[src/logic/minisys_ctc_consts.svh]
`ifndef MINISYS_CTC_CONSTS_SVH
`define MINISYS_CTC_CONSTS_SVH

// first byte of the ctc window in io space
`define CTC_IO_BASE 16'hFC20

// bytes per channel, ctrl at +0 and count at +2
`define CTC_STRIDE 8

// default channel count, window always spans 4 strides
`define CTC_NUM 2

// down-counter width
`define CTC_WIDTH 16

`endif

[src/logic/minisys_ctc_pkg.sv]
package minisys_ctc_pkg;

    // one cpu i/o access, strobes as the cpu drives them
    typedef struct packed {
        logic [15:0] addr;     // byte address on the io bus
        logic [15:0] wdata;    // low half of write_data
        logic        ioread;   // read strobe
        logic        iowrite;  // write strobe
    } io_req_t;

    // register inside a channel, picked by offset bit 1
    typedef enum logic {
        REG_CTRL  = 1'b0,      // w: mode, r: status
        REG_COUNT = 1'b1       // w: reload, r: live count
    } ctc_reg_e;

    // what the down-counter counts
    typedef enum logic {
        CTC_TIMER   = 1'b0,    // clock cycles
        CTC_COUNTER = 1'b1     // event pin edges
    } ctc_mode_e;

    typedef enum logic [1:0] {
        CTC_IDLE = 2'd0,
        CTC_RUN  = 2'd1,
        CTC_DONE = 2'd2        // one-shot expired, count parked at 0
    } ctc_state_e;

    // per channel toward readback
    typedef struct packed {
        logic [15:0] rdata;    // status or count, follows reg_sel
        logic        done;     // feeds the irq merge
    } ctc_rd_t;

endpackage

[src/logic/ctc_channel.sv]
`timescale 1ns/1ps
`include "minisys_ctc_consts.svh"

module ctc_channel import minisys_ctc_pkg::*; (
    input  logic        clock,
    input  logic        rst_n,
    input  logic        sel,       // decoder hit for this channel
    input  ctc_reg_e    reg_sel,
    input  logic [15:0] wdata,
    input  logic        ioread,
    input  logic        iowrite,
    input  logic        event_in,  // async pin, counter mode source
    output ctc_rd_t     rd,
    output logic        ctc_out    // one-cycle pulse at terminal count
);

    localparam int         W   = `CTC_WIDTH;
    localparam logic [W-1:0] ONE = W'(1);

    ctc_mode_e  mode;
    ctc_state_e state;
    logic       rpt;               // reload and keep running
    logic       done;
    logic [W-1:0] reload;
    logic [W-1:0] count;

    // event path, two flops then edge detect
    logic ev_meta;
    logic ev_sync;
    logic ev_prev;
    logic ev_rise;
    logic tick;                    // one decrement this cycle

    logic wr_ctrl;
    logic wr_count;
    logic rd_status;
    logic [15:0] status;

    always_comb begin
        ev_rise   = ev_sync & ~ev_prev;
        tick      = (mode == CTC_TIMER) ? 1'b1 : ev_rise;

        wr_ctrl   = sel && iowrite && (reg_sel == REG_CTRL);
        wr_count  = sel && iowrite && (reg_sel == REG_COUNT);
        rd_status = sel && ioread  && (reg_sel == REG_CTRL);

        // bit 2 mode, bit 1 running, bit 0 done
        status    = {13'd0, mode == CTC_COUNTER, state == CTC_RUN, done};

        rd.done   = done;
        rd.rdata  = (reg_sel == REG_CTRL) ? status : count;
    end

    always_ff @(posedge clock) begin
        if (!rst_n) begin
            ev_meta <= 1'b0;
            ev_sync <= 1'b0;
            ev_prev <= 1'b0;
            mode    <= CTC_TIMER;
            rpt     <= 1'b0;
            state   <= CTC_IDLE;
            done    <= 1'b0;
            reload  <= '0;
            count   <= '0;
            ctc_out <= 1'b0;
        end else begin
            ev_meta <= event_in;
            ev_sync <= ev_meta;
            ev_prev <= ev_sync;
            ctc_out <= 1'b0;   // default low, pulse set below

            // status read acks done, a new terminal count below still wins
            if (rd_status) begin
                done <= 1'b0;
            end

            if (wr_ctrl) begin
                mode  <= ctc_mode_e'(wdata[0]);
                rpt   <= wdata[1];
                state <= CTC_IDLE;     // reprogramming stops the channel
                done  <= 1'b0;
            end else if (wr_count) begin
                reload <= wdata[W-1:0];
                count  <= wdata[W-1:0];
                // zero reload means nothing to count
                state  <= (wdata != 16'd0) ? CTC_RUN : CTC_IDLE;
            end else if (state == CTC_RUN && tick) begin
                if (count == ONE) begin
                    ctc_out <= 1'b1;
                    done    <= 1'b1;
                    if (rpt) begin
                        count <= reload;   // period stays reload cycles
                    end else begin
                        count <= '0;
                        state <= CTC_DONE;
                    end
                end else begin
                    count <= count - ONE;
                end
            end
        end
    end

endmodule

[src/logic/ctc_decode.sv]
`timescale 1ns/1ps
`include "minisys_ctc_consts.svh"

module ctc_decode import minisys_ctc_pkg::*; #(
    parameter int NUM_CTC = `CTC_NUM
) (
    input  logic               clock,
    input  logic               rst_n,
    input  io_req_t            req,
    output logic [NUM_CTC-1:0] sel,       // one-hot channel strobe qualifier
    output ctc_reg_e           reg_sel,
    output logic [NUM_CTC-1:0] rd_sel_q,  // read selects, one cycle late
    output logic               bus_error
);

    localparam int          SHIFT    = $clog2(`CTC_STRIDE);
    localparam logic [15:0] OFF_MASK = 16'(`CTC_STRIDE - 1);
    localparam logic [15:0] MAP_END  = 16'(NUM_CTC * `CTC_STRIDE);  // end of live channels
    localparam logic [15:0] WIN_END  = 16'(4 * `CTC_STRIDE);        // end of reserved window

    logic [15:0] off;        // offset from base, wraps high below base
    logic [15:0] idx;        // channel number
    logic [15:0] reg_off;    // byte offset inside the channel
    logic        access;
    logic        in_win;
    logic        mapped;
    logic        reg_hit;
    logic        err_d;

    always_comb begin
        off     = req.addr - `CTC_IO_BASE;
        idx     = off >> SHIFT;
        reg_off = off & OFF_MASK;
        access  = req.ioread | req.iowrite;

        // below base the subtraction wraps, so one compare covers both ends
        in_win  = off < WIN_END;
        mapped  = off < MAP_END;
        reg_hit = (reg_off == 16'd0) || (reg_off == 16'd2);

        reg_sel = reg_off[1] ? REG_COUNT : REG_CTRL;

        for (int i = 0; i < NUM_CTC; i++) begin
            sel[i] = access && mapped && reg_hit && (idx == 16'(i));
        end

        // in the ctc window but nothing answers
        err_d = access && in_win && !(mapped && reg_hit);
    end

    always_ff @(posedge clock) begin
        if (!rst_n) begin
            rd_sel_q  <= '0;
            bus_error <= 1'b0;
        end else begin
            rd_sel_q  <= sel & {NUM_CTC{req.ioread}};  // writes never select readback
            bus_error <= err_d;                          // one-cycle pulse
        end
    end

endmodule

[src/logic/ctc_readback.sv]
`timescale 1ns/1ps
`include "minisys_ctc_consts.svh"

module ctc_readback import minisys_ctc_pkg::*; #(
    parameter int NUM_CTC = `CTC_NUM
) (
    input  logic                  clock,
    input  logic                  rst_n,
    input  logic                  ioread,
    input  logic    [NUM_CTC-1:0] rd_sel_q,    // one-hot, zero on unmapped read
    input  ctc_rd_t [NUM_CTC-1:0] rd_bus,
    output logic    [15:0]        ioread_data,
    output logic                  rd_valid,
    output logic                  irq
);

    logic [15:0] hold [NUM_CTC];   // read word snapshot per channel
    logic        any_done;

    always_comb begin
        any_done = 1'b0;
        for (int i = 0; i < NUM_CTC; i++) begin
            any_done = any_done | rd_bus[i].done;
        end
    end

    // sampled in the read cycle, before a status read clears done
    always_ff @(posedge clock) begin
        if (ioread) begin
            for (int i = 0; i < NUM_CTC; i++) begin
                hold[i] <= rd_bus[i].rdata;
            end
        end
    end

    always_ff @(posedge clock) begin
        if (!rst_n) begin
            rd_valid <= 1'b0;
            irq      <= 1'b0;
        end else begin
            rd_valid <= ioread;    // fixed one-cycle latency
            irq      <= any_done;  // lags done by a cycle
        end
    end

    // and-or mux, no select gives 0
    always_comb begin
        ioread_data = 16'd0;
        for (int i = 0; i < NUM_CTC; i++) begin
            ioread_data = ioread_data | (hold[i] & {16{rd_sel_q[i]}});
        end
    end

endmodule

[src/logic/minisys_ctc.sv]
`timescale 1ns/1ps
`include "minisys_ctc_consts.svh"

module minisys_ctc import minisys_ctc_pkg::*; #(
    parameter int NUM_CTC = `CTC_NUM
) (
    input  logic               clock,
    input  logic               rst_n,
    input  io_req_t            req,
    input  logic [NUM_CTC-1:0] ctc_event,    // async event pins
    output logic [15:0]        ioread_data,
    output logic               rd_valid,
    output logic [NUM_CTC-1:0] ctc_out,
    output logic               irq,
    output logic               bus_error
);

    logic    [NUM_CTC-1:0] sel;
    ctc_reg_e              reg_sel;      // shared by all channels
    logic    [NUM_CTC-1:0] rd_sel_q;
    ctc_rd_t [NUM_CTC-1:0] rd_bus;

    ctc_decode #(
        .NUM_CTC   (NUM_CTC)
    ) i_decode (
        .clock     (clock),
        .rst_n     (rst_n),
        .req       (req),
        .sel       (sel),
        .reg_sel   (reg_sel),
        .rd_sel_q  (rd_sel_q),
        .bus_error (bus_error)
    );

    // strobes and write data go straight to every channel, sel qualifies
    for (genvar i = 0; i < NUM_CTC; i++) begin : g_ch
        ctc_channel i_ch (
            .clock    (clock),
            .rst_n    (rst_n),
            .sel      (sel[i]),
            .reg_sel  (reg_sel),
            .wdata    (req.wdata),
            .ioread   (req.ioread),
            .iowrite  (req.iowrite),
            .event_in (ctc_event[i]),
            .rd       (rd_bus[i]),
            .ctc_out  (ctc_out[i])
        );
    end

    ctc_readback #(
        .NUM_CTC     (NUM_CTC)
    ) i_readback (
        .clock       (clock),
        .rst_n       (rst_n),
        .ioread      (req.ioread),
        .rd_sel_q    (rd_sel_q),
        .rd_bus      (rd_bus),
        .ioread_data (ioread_data),
        .rd_valid    (rd_valid),
        .irq         (irq)
    );

endmodule

[config.mk]
export PLATFORM = sky130hd
export DESIGN_NAME = minisys_ctc
export DESIGN_NICKNAME = d
export VERILOG_FILES = /design/src/logic/minisys_ctc_pkg.sv /design/src/logic/ctc_channel.sv /design/src/logic/ctc_decode.sv /design/src/logic/ctc_readback.sv /design/src/logic/minisys_ctc.sv
export VERILOG_INCLUDE_DIRS = /design/src /design/src/logic
export SDC_FILE = /design/constraint.sdc
export NUM_CORES = 1
export LEC_CHECK = 0
export ABC_CLOCK_PERIOD_IN_PS = 6160
export BUFFER_PORTS_ARGS = -buffer_cell sky130_fd_sc_hd__buf_2
export CORE_MARGIN = 3
export CORE_UTILIZATION = 42
export CTS_BUF_LIST = sky130_fd_sc_hd__clkbuf_4
export DETAILED_ROUTE_END_ITERATION = 7
export REMOVE_ABC_BUFFERS = 1
export SETUP_SLACK_MARGIN = 0.02
export SLEW_MARGIN = 20
export SYNTH_ARGS = -nofsm -noshare
export SYNTH_HDL_FRONTEND = slang
export SYNTH_SLANG_ARGS = --single-unit
[constraint.sdc]
create_clock -name clock -period 6.16 [get_ports clock]
set_clock_uncertainty 0.2 [all_clocks]
set_input_delay 0.308 -clock clock [delete_from_list [all_inputs] [get_ports clock]]
set_output_delay 0.308 -clock clock [all_outputs]
set_load 0.02 [all_outputs]
==> impl_metrics.py, run 1 <==
metrics = {
    "run_status": {
        "status": "finished, final reports clean",
    },
    "sta": {
        "final_max_slew_viol_count": 0,
        "fin_ws_ns": 3.07,
        "period_share": 0.501,
        "setup_tns_ns": 0,
        "rsz0062_at_grt": "no",
        "tightest_slew_ns": 0.991,
        "final_hold_viol_count": 0,
        "max_slew_margin": 0.339,
        "setup_viol": 0,
        "clock.fmax_mhz": 324,
        "post-route-min-period_ns": 3.09,
    },
    "synth": {
        "seq_area_frac_synth": 0.435,
        "synth_edf_count": 32,
        "netlist_area_um2": 6210,
        "yosys_register_bits": 119,
        "syn_area_per_cell_um2": 8.93,
        "synthArstFlopShare": 0,
        "synth_cell_types": 59,
        "yosys_most_used_dff": "dfxtp_1",
        "postSynthCellCount": 695,
        "synth_warnings": 0,
    },
    "floorplanning": {
        "rows": 43,
        "die-width_um": 128,
        "floorplan.initialDensity": 0.439,
        "core-area_um2": 14100,
        "io_pins": 59,
        "die_y_um": 128,
        "dieArea_um2": 16300,
    },
    "route": {
        "drt_iter0_markers": 550,
        "drtAntennaViolNets": 0,
        "vias_per_cell": 5.97,
        "vias": 5635,
        "wirelength_um": 17700,
        "drt_pass1_iterations": 5,
        "wl_per_cell_um": 18.8,
        "drc_errors": 0,
    },
    "layout": {
        "mostFrequentLayoutCells": "dfxtp_1 (87), nand2_1 (73), buf_2 (58)",
        "num_antenna_cells": 0,
        "drive_above_1_share": 0.160,
        "finalNetCount": 795,
        "final_common_cell": "dfxtp_1",
        "area.growth.synth_to_final_pct": 14.4,
    },
    "critical_path": {
        "path_class": "input pin to flip-flop",
        "setup.worst_path.start_class": "input pin",
        "cp_data_arrival_time_ns": 3.30,
        "cp_slowest_stage_delay_ns": 0.65,
        "crit_top_cell": "dlygate4sd3_1",
        "worst-path-buf-inv": 3,
        "required_ns": 6.37,
        "end_kind": "flip-flop",
        "crit_family": "simple AND/OR/NAND/NOR gates",
        "crit_chain": "dlygate4sd3_1 > buf_2 > nor3_1 > dlygate4sd3_1 > nand4b_1 > or2_2 > or3_1 > o21ai_0 > a21oi_1",
        "cp_max_fo": 18,
        "slowest_stage": "or3_1",
    },
    "grt": {
        "gr-total-overflow": 0,
        "antenna_found_initial": 0,
        "grt_max_degree": 48,
        "grt_pass1_vias": 5474,
        "grt_pass1_wl_um": 28800,
        "track_usage": 0.223,
    },
    "clock_network": {
        "cts_resized": 0,
        "insertion_delay_ns": 0.54,
        "ctsLongestPathBuffers": 2,
        "numCtsBuffers": 17,
        "clkTransAtPathRegs_ns": 0.10,
        "clock_sinks": 119,
        "cts-root-buf": "clkbuf_4",
        "cts_tree": "yes",
        "cts_max_level": 4,
    },
    "job": {
        "maxCapViolations": 0,
    },
    "place": {
        "numPortBuffers": 58,
        "place.gp.congestion": 0.875,
        "dpl.hpwl_um": 11600,
        "place_ws_ns": 3.07,
    },
    "worst_hold_path": {
        "hold_path_class": "input pin to flip-flop",
    },
    "pwr": {
        "ir_worst_vdd_uv": 136,
        "power.static_leakage_nw": 2.91,
        "power_density_nw_per_um2": 208,
    },
}
==> per-stage QoR <==
step           cell area (um^2)  utilization  hold WS, ns  total power (W)  instances
2_1_floorplan              5970            -        0.212         0.000851        640
6_report                   7110        0.502        0.129          0.00148        944
3_3_place_gp               6560        0.464        0.214         0.000893        887
3_5_place_dp               6570        0.464        0.223         0.000894        887
4_1_cts                    7110        0.502       0.0783          0.00149        944
5_1_grt                    7110        0.502        0.134          0.00153        944
==> power breakdown <==
group	total, W	leakage (nW)	internal [W]	switching (W)
Combinational	0.0000755	1.72	0.0000289	0.0000465
Clock	0.000587	0.164	0.000294	0.000294
Sequential	0.000813	1.03	0.000810	0.00000309
Total	0.00148	2.91	0.00113	0.000343
==> cell type report <==
| class | count | area (um^2) |
|---|---|---|
| clock buffer | 21 | 158 |
| multi-input combinational | 513 | 3250 |
| clock inverter | 11 | 131 |
| inverter | 8 | 30.0 |
| tap | 180 | 225 |
| sequential | 119 | 2700 |
| timing repair buffer | 92 | 608 |
| fill | 1369 | 7040 |
==> worst min-delay path, cell delays in order <==
cell and delay [ns]:
buf_2 0.13, xnor2_1 0.13, nand4b_1 0.18, nor2_1 0.07
==> synth_stat cells (12+ instances only) <==
cell type,instances,area share
edfxtp_1,32,0.15
nand4_1,13,0.013
nor2_1,40,0.024
o211ai_1,34,0.041
a21oi_1,52,0.042
dfxtp_1,87,0.28
nand3_1,27,0.022
a22o_1,16,0.023
nand2_1,73,0.044
clkbuf_1,39,0.024
a31oi_1,21,0.021
xor2_1,12,0.017
mux2i_1,19,0.031
and2_1,37,0.037
nor3_1,16,0.013
o21ai_0,17,0.014
==> registers in the layout, summed over array words and instances, names as in the netlist <==
register / flops
i_readback.rd_valid: 1
g_ch.i_ch.reload: 32
i_readback.hold: 32
i_decode.bus_error: 1
g_ch.i_ch.count: 32
g_ch.i_ch.state: 4
g_ch.i_ch.rpt: 2
g_ch.i_ch.ctc_out: 2
g_ch.i_ch.ev_prev: 2
g_ch.i_ch.ev_sync: 2
g_ch.i_ch.ev_meta: 2
g_ch.i_ch.done: 2
g_ch.i_ch.mode: 2
i_decode.rd_sel_q: 2
i_readback.irq: 1
==> what timing repair did <==
item	in CTS	in global routing
endpoints found under the hold margin	79	0
buffers inserted	0	0
hold buffers	25	0
==> metal layers <==
| layer | GRT usage | vias up | routed length, um |
|---|---|---|---|
| li1 | - | 2679 | - |
| met1 | 0.295 | 2697 | 7920 |
| met2 | 0.356 | 227 | 8100 |
| met3 | 0.0485 | 32 | 1220 |
| met4 | 0.0911 | 0 | 478 |
| met5 | 0 | - | 0 |
==> kinds of logic after synthesis <==
| kind of cell | count (synthesis) | synth area share |
|---|---|---|
| AOI/OAI and AO/OA | 190 | 0.207 |
| muxes | 23 | 0.0379 |
| and+or+nand+nor | 272 | 0.234 |
| DFF | 119 | 0.435 |
| adders and majority gates | 6 | 0.0121 |
| xor gates and xnor gates | 22 | 0.0310 |
| buffers and inverters | 63 | 0.0427 |
==> final timing paths <==
| path | from | to | slack, ns | cells past startpoint |
|---|---|---|---|---|
| setup / recovery | req[20] | g_ch[0].i_ch.rpt$_SDFFE_PN0P_ | 3.07 | 9 |
| hold / removal | req[25] | i_decode.rd_sel_q[0]$_SDFF_PN0_ | 0.13 | 4 |
| setup reg to reg | g_ch[1].i_ch.count[7]$_SDFFE_PN0P_ | g_ch[1].i_ch.count[5]$_SDFFE_PN0P_ | 3.16 | 6 |
| hold reg to reg | g_ch[1].i_ch.ev_meta$_SDFF_PN0_ | g_ch[1].i_ch.ev_sync$_SDFF_PN0_ | 0.24 | 1 |
Power figures use the tool's default switching activity.
==> run 2: changes to the inputs <==
--- a/config.mk
+++ b/config.mk
@@ -6,7 +6,7 @@
 export SDC_FILE = /design/constraint.sdc
 export NUM_CORES = 1
 export LEC_CHECK = 0
-export ABC_CLOCK_PERIOD_IN_PS = 6160
+export ABC_CLOCK_PERIOD_IN_PS = 2900
 export BUFFER_PORTS_ARGS = -buffer_cell sky130_fd_sc_hd__buf_2
 export CORE_MARGIN = 3
 export CORE_UTILIZATION = 42
==> constraint.sdc (replaced) <==
create_clock -name clock -period 2.9 [get_ports clock]
set_clock_uncertainty 0.2 [all_clocks]
set_input_delay 0.145 -clock clock [delete_from_list [all_inputs] [get_ports clock]]
set_output_delay 0.145 -clock clock [all_outputs]
set_load 0.02 [all_outputs]
==> impl_metrics.py, run 2 (synthesized netlist as in run 1, its figures left out) <==
metrics = {
    "run_status": {
        "status": "finished, final reports clean",
    },
    "clock_network": {
        "ctsLongestPathBuffers": 2,
        "cts-root-buf": "clkbuf_4",
        "cts_tree": "yes",
        "clock_sinks": 119,
        "clkTransAtPathRegs_ns": 0.09,
        "cts_max_level": 4,
        "numCtsBuffers": 17,
        "insertion_delay_ns": 0.54,
    },
    "sta": {
        "tightest_slew_ns": 0.863,
        "post-route-min-period_ns": 2.82,
        "rsz0062_at_grt": "no",
        "clock.fmax_mhz": 355,
        "period_share": 0.973,
        "final_hold_viol_count": 0,
        "setup_viol": 0,
        "final_max_slew_viol_count": 0,
        "max_slew_margin": 0.424,
    },
    "critical_path": {
        "cp_slowest_stage_delay_ns": 0.60,
        "crit_chain": "dlygate4sd3_1 > buf_2 > or3_4 > nor4_4 > a211oi_4 > or4_1 > dlygate4sd3_1 > nor3_1",
        "reg2reg_depth": 9,
        "cp_max_fo": 8,
        "crit_family": "simple AND/OR/NAND/NOR gates",
        "cp_data_arrival_time_ns": 3.06,
        "critical_path_cell_count": 8,
        "path_class": "input pin to flip-flop",
        "setup.worst_path.start_class": "input pin",
        "crit_top_cell": "dlygate4sd3_1",
        "required_ns": 3.14,
        "slowest_stage": "dlygate4sd3_1",
        "worst-path-buf-inv": 3,
        "end_kind": "flip-flop",
    },
    "grt": {
        "grt_pass1_vias": 5652,
        "track_usage": 0.227,
        "grt_pass1_wl_um": 29500,
        "grt_max_degree": 48,
        "antenna_found_initial": 0,
        "gr-total-overflow": 0,
    },
    "floorplanning": {
        "core-area_um2": 14100,
        "dieArea_um2": 16300,
        "die_y_um": 128,
        "floorplan.initialDensity": 0.439,
        "rows": 43,
        "die-width_um": 128,
        "io_pins": 59,
    },
    "pwr": {
        "ir_worst_vdd_uv": 336,
        "power_density_nw_per_um2": 434,
        "power.static_leakage_nw": 3.09,
        "total_power_w": 0.00322,
    },
    "route": {
        "wl_per_cell_um": 18.8,
        "drt_iter0_markers": 561,
        "routed.top_layer": "met4",
        "wl_met2_um": 8550,
        "drc_errors": 0,
        "wl_met3_um": 1040,
        "wirelength_um": 18300,
        "wl_met1_um": 8310,
        "vias_per_cell": 5.89,
        "drtAntennaViolNets": 0,
        "drt_pass1_iterations": 5,
        "vias": 5729,
    },
    "layout": {
        "area.growth.synth_to_final_pct": 19.7,
        "finalNetCount": 824,
        "drive_above_1_share": 0.182,
        "fin_cells": 973,
        "nFillCells": 1350,
        "mostFrequentLayoutCells": "dfxtp_1 (87), nand2_1 (73), buf_2 (58)",
        "utilization": 0.525,
        "num_antenna_cells": 0,
        "largestRegisters": "g_ch.i_ch.count (32), g_ch.i_ch.reload (32), i_readback.hold (32)",
        "final_common_cell": "dfxtp_1",
    },
    "job": {
        "maxCapViolations": 0,
    },
    "place": {
        "dpl.hpwl_um": 12600,
        "placedCellCount": 909,
        "place.gp.congestion": 0.935,
        "numPortBuffers": 58,
    },
    "worst_hold_path": {
        "hold_depth": 5,
        "hold_path_class": "input pin to flip-flop",
    },
}
-- run 2: timing repair --
action | in CTS | in global routing
endpoints found under the hold margin | 85 | 0
setup buffers | 0 | 0
endpoints found under the setup margin | 0 | 22
hold buffers | 32 | 0
resized for setup | 0 | 8
-- run 2: metrics by stage --
| stage | setup TNS [ns] | area (um^2) | setup slack [ns] | hold WS, ns |
|---|---|---|---|---|
| after floorplan | -0.897 | 5970 | -0.0540 | 0.0575 |
| after global placement | 0 | 6740 | 0.201 | 0.154 |
| after detailed placement | 0 | 6740 | 0.0547 | 0.155 |
| after CTS | 0 | 7370 | 0.0478 | 0.00447 |
| after global routing | 0 | 7430 | 0.0108 | 0.0326 |
| final | 0 | 7430 | 0.0795 | 0.0570 |
-- run 2: layout make-up --
| class | count | area (um^2) | area share |
|---|---|---|---|
| clock buffers | 21 | 158 | 0.0212 |
| clock inverters | 11 | 155 | 0.0209 |
| inverters | 8 | 30.0 | 0.00404 |
| multi-input cells | 513 | 3300 | 0.445 |
| flip-flops and latches | 119 | 2700 | 0.364 |
| well taps | 180 | 225 | 0.0303 |
| repair buffers | 121 | 856 | 0.115 |
-- run 2: worst paths after layout --
| kind | startpoint | to | slack, ns |
|---|---|---|---|
| setup / recovery | req[27] | i_decode.bus_error$_SDFF_PN0_ | 0.08 |
| hold / removal | req[1] | g_ch[1].i_ch.done$_SDFF_PP0_ | 0.06 |
| setup reg to reg | g_ch[1].i_ch.count[1]$_SDFFE_PN0P_ | g_ch[1].i_ch.count[1]$_SDFFE_PN0P_ | 0.36 |
| hold reg to reg | g_ch[1].i_ch.ev_meta$_SDFF_PN0_ | g_ch[1].i_ch.ev_sync$_SDFF_PN0_ | 0.25 |
-- run 2: report_power, final --
| part | internal [W] | total [W] | switching, W | leakage (nW) |
|---|---|---|---|---|
| clock network | 0.000711 | 0.00132 | 0.000607 | 0.172 |
| logic | 0.0000665 | 0.000176 | 0.000110 | 1.89 |
| registers | 0.00172 | 0.00173 | 0.00000701 | 1.03 |
-- run 2: layer usage --
| metal | global-route usage | vias to the layer above |
|---|---|---|
| li1 | - | 2735 |
| met1 | 0.312 | 2756 |
| met2 | 0.361 | 211 |
| met3 | 0.0447 | 27 |
| met4 | 0.0774 | 0 |
| met5 | 0 | - |
-- run 2: worst register-to-register path, cell delays in order (launching register included) --
cell,delay [ns]
dfxtp_1,0.41
inv_1,0.13
ha_1,0.24
nor4b_1,0.35
and4_1,0.42
buf_4,0.22
nor2_1,0.04
o21ai_0,0.16
o2bb2ai_1,0.09
o21a_1,0.18
